--- config.mk ---
export PLATFORM = sky130hd
export DESIGN_NAME = bank_ack_collect
export DESIGN_NICKNAME = d
export VERILOG_FILES = /design/src/logic/spi_bridge_pkg.sv /design/src/logic/bank_ack_collect.sv
export SDC_FILE = /design/constraint.sdc
export NUM_CORES = 1
export LEC_CHECK = 0
export ABC_AREA = 1
export BUFFER_PORTS_ARGS = -buffer_cell sky130_fd_sc_hd__buf_2
export CORE_UTILIZATION = 38
export DETAILED_ROUTE_END_ITERATION = 10
export PLACE_DENSITY = 0.82
export SLEW_MARGIN = 25
export SYNTH_ARGS = -nofsm -noshare
export SYNTH_HDL_FRONTEND = slang
export SYNTH_SLANG_ARGS = --single-unit
--- constraint.sdc ---
create_clock -name clock_i -period 0.9 [get_ports clock_i]
set_input_delay 0.09 -clock clock_i [delete_from_list [all_inputs] [get_ports clock_i]]
set_output_delay 0.09 -clock clock_i [all_outputs]
set_load 0.005 [all_outputs]
--- src/logic/spi_bridge_pkg.sv ---
// ~~~~~~~~~~~~~~~~~~~~~~~~~~~~~~~~~~~~~~~~~~~~~~~~~~
// SPI memory bridge shared definitions
// Bus widths, bank layout, command byte bits and the
// bus address view used by controller and banks
// ~~~~~~~~~~~~~~~~~~~~~~~~~~~~~~~~~~~~~~~~~~~~~~~~~~

package spi_bridge_pkg;

    // Bus geometry
    localparam int DATA_WIDTH  = 8;    // One byte per bus cycle
    localparam int ADDR_WIDTH  = 17;   // 128 KB total
    localparam int NUM_BANKS   = 4;
    localparam int BANK_BITS   = 2;    // log2 of NUM_BANKS
    localparam int OFFSET_BITS = 15;   // 32 KB per bank

    // Command byte layout
    localparam int CMD_WE_BIT       = 7;  // 1 = write, 0 = read
    localparam int CMD_SET_ADDR_BIT = 6;  // 1 = address bytes follow, 0 = increment
    localparam int CMD_A16_BIT      = 0;  // Address bit 16 on a set-address command

    // Bus address, seen either as one number or as bank over offset
    typedef union packed {
        logic [ADDR_WIDTH-1:0] flat;              // Used for the auto increment
        struct packed {
            logic [BANK_BITS-1:0]   bank;         // Selects one ram_bank
            logic [OFFSET_BITS-1:0] offset;       // Index inside that bank
        } split;
    } bus_addr_u;

endpackage
--- src/logic/bank_ack_collect.sv ---
// ~~~~~~~~~~~~~~~~~~~~~~~~~~~~~~~~~~~~~~~~~~~~~~~~~~
// Bank acknowledge collector
// Returns the answering bank's ack and read data
// ~~~~~~~~~~~~~~~~~~~~~~~~~~~~~~~~~~~~~~~~~~~~~~~~~~

`timescale 1ns/1ps

module bank_ack_collect (
    input  logic                                  clock_i,
    input  logic                                  spi_sck_i,    // Async reset, active high
    input  logic [spi_bridge_pkg::NUM_BANKS-1:0]  bank_ack_i,
    input  logic [spi_bridge_pkg::NUM_BANKS-1:0]
                 [spi_bridge_pkg::DATA_WIDTH-1:0] bank_rdata_i,
    output logic                                  bus_ack_o,
    output logic [spi_bridge_pkg::DATA_WIDTH-1:0] bus_rdata_o   // Valid with bus_ack_o
);

    logic [spi_bridge_pkg::DATA_WIDTH-1:0] sel_data;

    // AND-OR mux, only the acking bank contributes
    always_comb begin
        sel_data = '0;
        for (int i = 0; i < spi_bridge_pkg::NUM_BANKS; i++) begin
            if (bank_ack_i[i]) begin
                sel_data |= bank_rdata_i[i];
            end
        end
    end

    always_ff @(posedge clock_i or posedge spi_sck_i) begin
        if (spi_sck_i) begin
            bus_ack_o <= 1'b0;
        end else begin
            bus_ack_o <= |bank_ack_i;
        end
    end

    always_ff @(posedge clock_i) begin
        bus_rdata_o <= sel_data;
    end

    a_one_bank: assert property (@(posedge clock_i) disable iff (spi_sck_i)
        $onehot0(bank_ack_i))
        else $error("more than one bank answered a bus cycle");

endmodule

**Word level (Yosys, flattened, before mapping)**

Cells that the tools add are included.

- Bits of input ports: 38
- Bits in registers: 9
- Output and inout bits: 9

- Multiplexer cells: 4
- Bitwise gates (word level): 3
- Reduce and logical (&&, ||, !) cells: 1

Operators with widths:

| operator | count |
|---|---|
| $mux W8 | 4 |
| $or A8 B8 Y8 | 3 |
| $reduce_or A4 Y1 | 1 |

**Depth between registers and ports, before layout**

Gate-level depths: netlist (run 1).

- Word-level depth: 7
- Depth in mapped cells: 5
- Gate-level depth less buffers: 4

**Worst setup path before layout (run 1)**

Ideal clock, no wire load.

- Path type: input to register
- Start point: in bank_ack_i[3] (netlist bit)
- End point: reg bus_rdata_o[6] (netlist bit)
- Stages: 5
- Library setup time: 111 ps
- Slack: 417 ps
- Arrival time: 372 ps
- Required time: 789 ps
- Path buffers: 1
- Cells stage by stage: buf_6 -> nand2_1 -> nand2_1 -> inv_1 -> nand2_1

- Longest elaborated chain between the ends: 1

RTL lines:

| what | line | text |
|---|---|---|
| start: declaration | bank_ack_collect.sv:11 | `input logic [spi_bridge_pkg::NUM_BANKS-1:0] bank_ack_i,` |
| $mux W8 | bank_ack_collect.sv:24 | `if (bank_ack_i[i]) begin` |
| named net sel_data (one bit) | bank_ack_collect.sv:18 | `logic [spi_bridge_pkg::DATA_WIDTH-1:0] sel_data;` |
| end signal: assignment | bank_ack_collect.sv:39 | `bus_rdata_o <= sel_data;` |
| end: declaration | bank_ack_collect.sv:15 | `output logic [spi_bridge_pkg::DATA_WIDTH-1:0] bus_rdata_o` |

The timed path passes the listed nets, and every way through them passes these cells.

**Worst setup path in the final report (run 1)**

- Start point: reg bus_ack_o
- End point: out bus_ack_o

RTL lines:

| what | line | text |
|---|---|---|
| start: declaration | bank_ack_collect.sv:14 | `output logic bus_ack_o,` |
| start signal: assignment | bank_ack_collect.sv:34 | `bus_ack_o <= \|bank_ack_i;` |

No word-level cell between the ends.

==> out/results.txt, run 1 <==
status -> completed
average vias per placed instance -> 4.15
Antenna Violating Nets Remaining -> 0
Pre-antenna DRT Iters -> 5
final wirelength -> 1.21 mm
WP buf/inv -> 1
Hold Path Origin -> bank_rdata_i[18]
DR vias -> 623
CTS-repair resized insts -> 0
Worst EP required -> 0.81 ns
worst hold margin -> 0.0993 ns
Synth Net Count -> 127
CTS max path bufs -> 2
Ys Warns -> 0
I/O Buffers -> 46
full die area -> 0.00151 mm2
clock share of power -> 31.1%
Pwr per Cell Area -> 1280 mW/mm2
CP Class -> reg2out
first-pass GRT wire length -> 1.73 mm
Fin. Hold Viols -> 0
synthesized cell area -> 515 um2
most frequent cells in the layout -> 57 x nand2_1, 46 x buf_2, 17 x inv_1
initial antenna violation count -> 0
Slew @ Worst Pin -> 0.170 ns
HP Class -> in2reg
Worst EP arrival -> 0.72 ns
# rows -> 12
Die X -> 38.8 um
Wirelength per Cell -> 8.07 um
core area -> 0.00119 mm2
Worst Slack Setup Final -> 0.0939 ns
synthesis-stage register bit count -> 9
crit-path leading delay family -> flip-flops
Nets -> 175
largest net degree at the start of global routing -> 10
clock tree sinks -> 9
area delta synth->final -> 46.4%
Crit Path Max Fanout -> 1
Max H-tree Level -> 1
CTS clk-pin slew, worst paths -> 0.06 ns
Logic pwr share -> 23.6%
CP max-delay cell -> dfrtp_1
CP Launch Type -> register
Highest Clock Rate -> 1240 MHz
Post-CTS Setup Bufs -> 0
ANT cells -> 0
Switch Pwr -> 0.000245 W
cts hold-fix bufs -> 1
Root Buffer Master -> clkbuf_4
P_leak -> 0.517 nW
CTS tree -> yes
Post-Syn Instances -> 89
Sw Ratio -> 25.4%
number of global-route vias before repair -> 459
total power -> 0.000967 W
Tcrit/Tclk final -> 89.6%
Max IR drop VDD -> 0.661 mV
most common cell after layout, fill and taps aside -> nand2_1
RSZ-0062 raised after global routing -> no
Slew HR -> 88.6%
Seq/Total Area, Yosys -> 35.9%
CP max stage delay -> 0.35 ns
Post-DP HPWL -> 959 um
crit end category -> primary output
crit path cell chain -> buf_2
DP Worst Slack -> 0.318 ns
Core Util, Final -> 63.6%
Sum Neg Setup Slack -> 0 ns
Final Max Slew Viols -> 0
total grt overflow -> 0
Final GP Congestion -> 0.609
# IOs -> 47
Num CTS Buffers -> 3
syn_area_per_cell -> 5.79 um2
Die Ht -> 38.8 um
min Tclk post-route -> 0.806 ns
CP Launch Point -> bus_ack_o$_DFF_PP0_
DR DRC count -> 0
P_int -> 0.000722 W
initial core utilization -> 43.5%
Max Cap Viol -> 0
Initial DRC Count -> 9
share of cells above drive strength 1 -> 36.0%
Final setup violation count -> 0
sequential power share -> 45.3%
synth unique cells -> 6
GRT Total Usage -> 16.9%
[power groups by stage]
stage / logic (W) / registers [W] / clock network (W)
after floorplan: 0.000115 / 0.000454 / 0
after global placement: 0.000221 / 0.000447 / 0
after detailed placement: 0.000226 / 0.000447 / 0
after CTS: 0.000230 / 0.000438 / 0.000311
after global routing: 0.000263 / 0.000441 / 0.000348
final: 0.000228 / 0.000438 / 0.000301
[synthesized netlist by cell type (all sizes together)]
cell type	number	area, um2
dfxtp	8	160
dfrtp	1	25.0
buf	4	45.0
nor2	2	7.51
nand2	57	214
inv	17	63.8
[through the flow]
step	instance area [um2]	instances
3_3_place_gp	718	145
4_1_cts	754	150
3_5_place_dp	718	145
5_1_grt	754	150
6_report	754	150
2_1_floorplan	515	89
[layout make-up]
class,count,area (um2)
clock buffers,4,26.3
fillers,113,432
inverters,17,63.8
multi-input cells,59,221
flip-flops and latches,9,185
well taps,14,17.5
repair buffers,47,240
[logic make-up (layout without fill, tap and decap cells)]
group	count (synthesis)	after routing	share of synthesized area, %
buffers and inverters	21	68	21.1
flip-flops	9	9	35.9
AND/OR/NAND/NOR	59	59	43.0
[per-layer routing]
metal	GRT usage [%]	share of wire, %	vias to the layer above
met5	0	0	-
met4	5.17	0.91	0
met3	6.94	8.8	4
met2	31.3	52	33
met1	16.9	38	246
li1	-	-	340
[state kept, by name (all words and copies together), names as in the netlist]
register     flops
bus_rdata_o      8
bus_ack_o        1
[final timing paths]
kind,to,slack (ns),cells after the start
max,bus_ack_o,0.09,1
min in group asynchronous,bus_ack_o$_DFF_PP0_,0.21,3
min,bus_rdata_o[2]$_DFF_P_,0.1,5
max in group asynchronous,bus_ack_o$_DFF_PP0_,0.60,3
Note: power is estimated with default switching activity, not from simulation.
==> inputs of run 2 (changes only) <==
--- a/config.mk
+++ b/config.mk
@@ -7,9 +7,9 @@
 export LEC_CHECK = 0
 export ABC_AREA = 1
 export BUFFER_PORTS_ARGS = -buffer_cell sky130_fd_sc_hd__buf_2
-export CORE_UTILIZATION = 38
+export CORE_UTILIZATION = 37
 export DETAILED_ROUTE_END_ITERATION = 10
-export PLACE_DENSITY = 0.82
+export PLACE_DENSITY = 0.8
 export SLEW_MARGIN = 25
 export SYNTH_ARGS = -nofsm -noshare
 export SYNTH_HDL_FRONTEND = slang
==> run 2 against run 1 <==
Net effect: first-iteration DRC count is 11% lower; sequential power hardly changed; non-clock buffer count unchanged; flip-flop and latch count is the same; cell count is 0.67% higher; setup slack worse by 0.0014 ns; fmax fell by 0.18%; clock power is 4% higher; design area up 0.17%; power grew 1.0%; global-route usage fell by 2.0 points; die area up 2.6%.
==> out/results.txt, run 2 (same netlist as run 1, synthesis figures left out) <==
initial antenna violation count -> 0 (unchanged)
Die X -> 39.3 um (+1.3%)
I/O Buffers -> 46 (unchanged)
Max H-tree Level -> 1 (unchanged)
# rows -> 13 (+1)
worst hold margin -> 0.0921 ns (-0.00724 ns)
DR DRC count -> 0 (unchanged)
Final Max Slew Viols -> 0 (unchanged)
crit end category -> primary output
Largest regs -> bus_rdata_o x8, bus_ack_o x1
Hold Path Origin -> bank_rdata_i[20]
status -> completed
Pre-antenna DRT Iters -> 4 (-1)
CP max stage delay -> 0.35 ns (about the same)
CP Launch Type -> register
HP Class -> in2reg
crit-path leading delay family -> flip-flops
GRT Total Usage -> 15.0% (-2.0 points)
Nets -> 175 (unchanged)
CTS tree -> yes
worst hold stages -> 5 (unchanged)
Num CTS Buffers -> 3 (unchanged)
largest net degree at the start of global routing -> 10 (unchanged)
Root Buffer Master -> clkbuf_4
RSZ-0062 raised after global routing -> no
hold endpoint -> bus_rdata_o[4]$_DFF_P_
CTS clk-pin slew, worst paths -> 0.07 ns (about the same)
Fin. Hold Viols -> 0 (unchanged)
most frequent cells in the layout -> 57 x nand2_1, 46 x buf_2, 17 x inv_1
Core Util, Final -> 58.1% (-5.5 points)
area delta synth->final -> 46.6%
Initial DRC Count -> 8 (-1)
Layout Cells excl Fill -> 151 (+0.67%)
Placed Cells -> 146 (+0.69%)
Worst EP required -> 0.81 ns (about the same)
Tcrit/Tclk final -> 89.7% (+0.16 points)
Slew @ Worst Pin -> 0.174 ns (+0.00344 ns)
Final setup violation count -> 0 (unchanged)
clock tree sinks -> 9 (unchanged)
Post-DP HPWL -> 900 um (-6.2%)
Placed Area -> 719 um2 (+0.17%)
Max IR drop VDD -> 0.681 mV (+3.0%)
Final GP Congestion -> 0.674 (+11%)
share of cells above drive strength 1 -> 36.0% (unchanged)
max reg flops -> 8 (unchanged)
Slew HR -> 88.4% (-0.23 points)
number of global-route vias before repair -> 456 (-0.65%)
ANT cells -> 0 (unchanged)
cell area after layout -> 756 um2 (+0.17%)
final wirelength -> 1.17 mm (-3.7%)
CTS max path bufs -> 2 (unchanged)
DR vias -> 601 (-3.5%)
min Tclk post-route -> 0.808 ns (+0.00143 ns)
Pwr per Cell Area -> 1290 mW/mm2 (+0.88%)
Biggest register -> bus_rdata_o
full die area -> 0.00155 mm2 (+2.6%)
Max Cap Viol -> 0 (unchanged)
Crit Path Max Fanout -> 1 (unchanged)
CTS-repair resized insts -> 0 (unchanged)
CP Class -> reg2out
most common cell after layout, fill and taps aside -> nand2_1
core area -> 0.00130 mm2 (+9.7%)
Worst EP arrival -> 0.72 ns (about the same)
# IOs -> 47 (unchanged)
Die Ht -> 39.3 um (+1.3%)
Antenna Violating Nets Remaining -> 0 (unchanged)
crit path cell chain -> buf_2
first-pass GRT wire length -> 1.58 mm (-8.4%)
P_leak -> 0.517 nW (unchanged)
average vias per placed instance -> 3.98 (-4.2%)
initial core utilization -> 39.6% (-3.8 points)
total grt overflow -> 0 (unchanged)
Post-CTS Setup Bufs -> 0 (unchanged)
Wirelength per Cell -> 7.72 um (-4.4%)
Sum Neg Setup Slack -> 0 ns (unchanged)
fill count -> 140 (+24%)
CP max-delay cell -> dfrtp_1
WP buf/inv -> 1 (unchanged)
Highest Clock Rate -> 1240 MHz (-0.18%)
cts hold-fix bufs -> 1 (unchanged)
## run 2: cell counts in the layout (fill, tap and decap cells not counted)
No cell type changed its count.
## run 2: worst max-delay path by stage
stage          slack [ns]  cells past startpoint                start                     end
4_1_cts              0.08                      1  bus_ack_o$_DFF_PP0_               bus_ack_o
6_report             0.09                      1  bus_ack_o$_DFF_PP0_               bus_ack_o
3_3_place_gp         0.33                      5        bank_ack_i[3]  bus_rdata_o[6]$_DFF_P_
5_1_grt              0.05                      1  bus_ack_o$_DFF_PP0_               bus_ack_o
2_1_floorplan        0.42                      5        bank_ack_i[3]  bus_rdata_o[6]$_DFF_P_
3_5_place_dp         0.33                      5        bank_ack_i[3]  bus_rdata_o[6]$_DFF_P_
## run 2: layout make-up
| cell class | instances | area (um2) | area share (%) |
|---|---|---|---|
| Sequential cell | 9 | 185 | 24.5 |
| Clock buffer | 4 | 26.3 | 3.48 |
| Tap cell | 15 | 18.8 | 2.48 |
| Timing Repair Buffer | 47 | 240 | 31.8 |
| Inverter | 17 | 63.8 | 8.44 |
| Multi-Input combinational cell | 59 | 221 | 29.3 |
## run 2: power breakdown
part	total [W]	internal [W]	switching, W	leakage [nW]
registers	0.000440	0.000432	0.00000734	0.0763
clock network	0.000313	0.000170	0.000142	0.0150
logic	0.000225	0.000119	0.000106	0.426
total	0.000977	0.000722	0.000255	0.517
## run 2: through the flow
step / setup slack [ns] / total power, W
after floorplan: 0.417 / 0.000569
after global placement: 0.333 / 0.000667
after detailed placement: 0.330 / 0.000671
after CTS: 0.0848 / 0.000982
after global routing: 0.0465 / 0.00104
final: 0.0925 / 0.000977
## run 2: routing by layer
metal | global-route usage (%) | share of wire [%] | routed length, um
met3 | 0 | 4.4 | 51
met2 | 27.5 | 53 | 622
met4 | 8.62 | 1.4 | 16
met1 | 17.2 | 41 | 475
met5 | 0 | 0 | 0
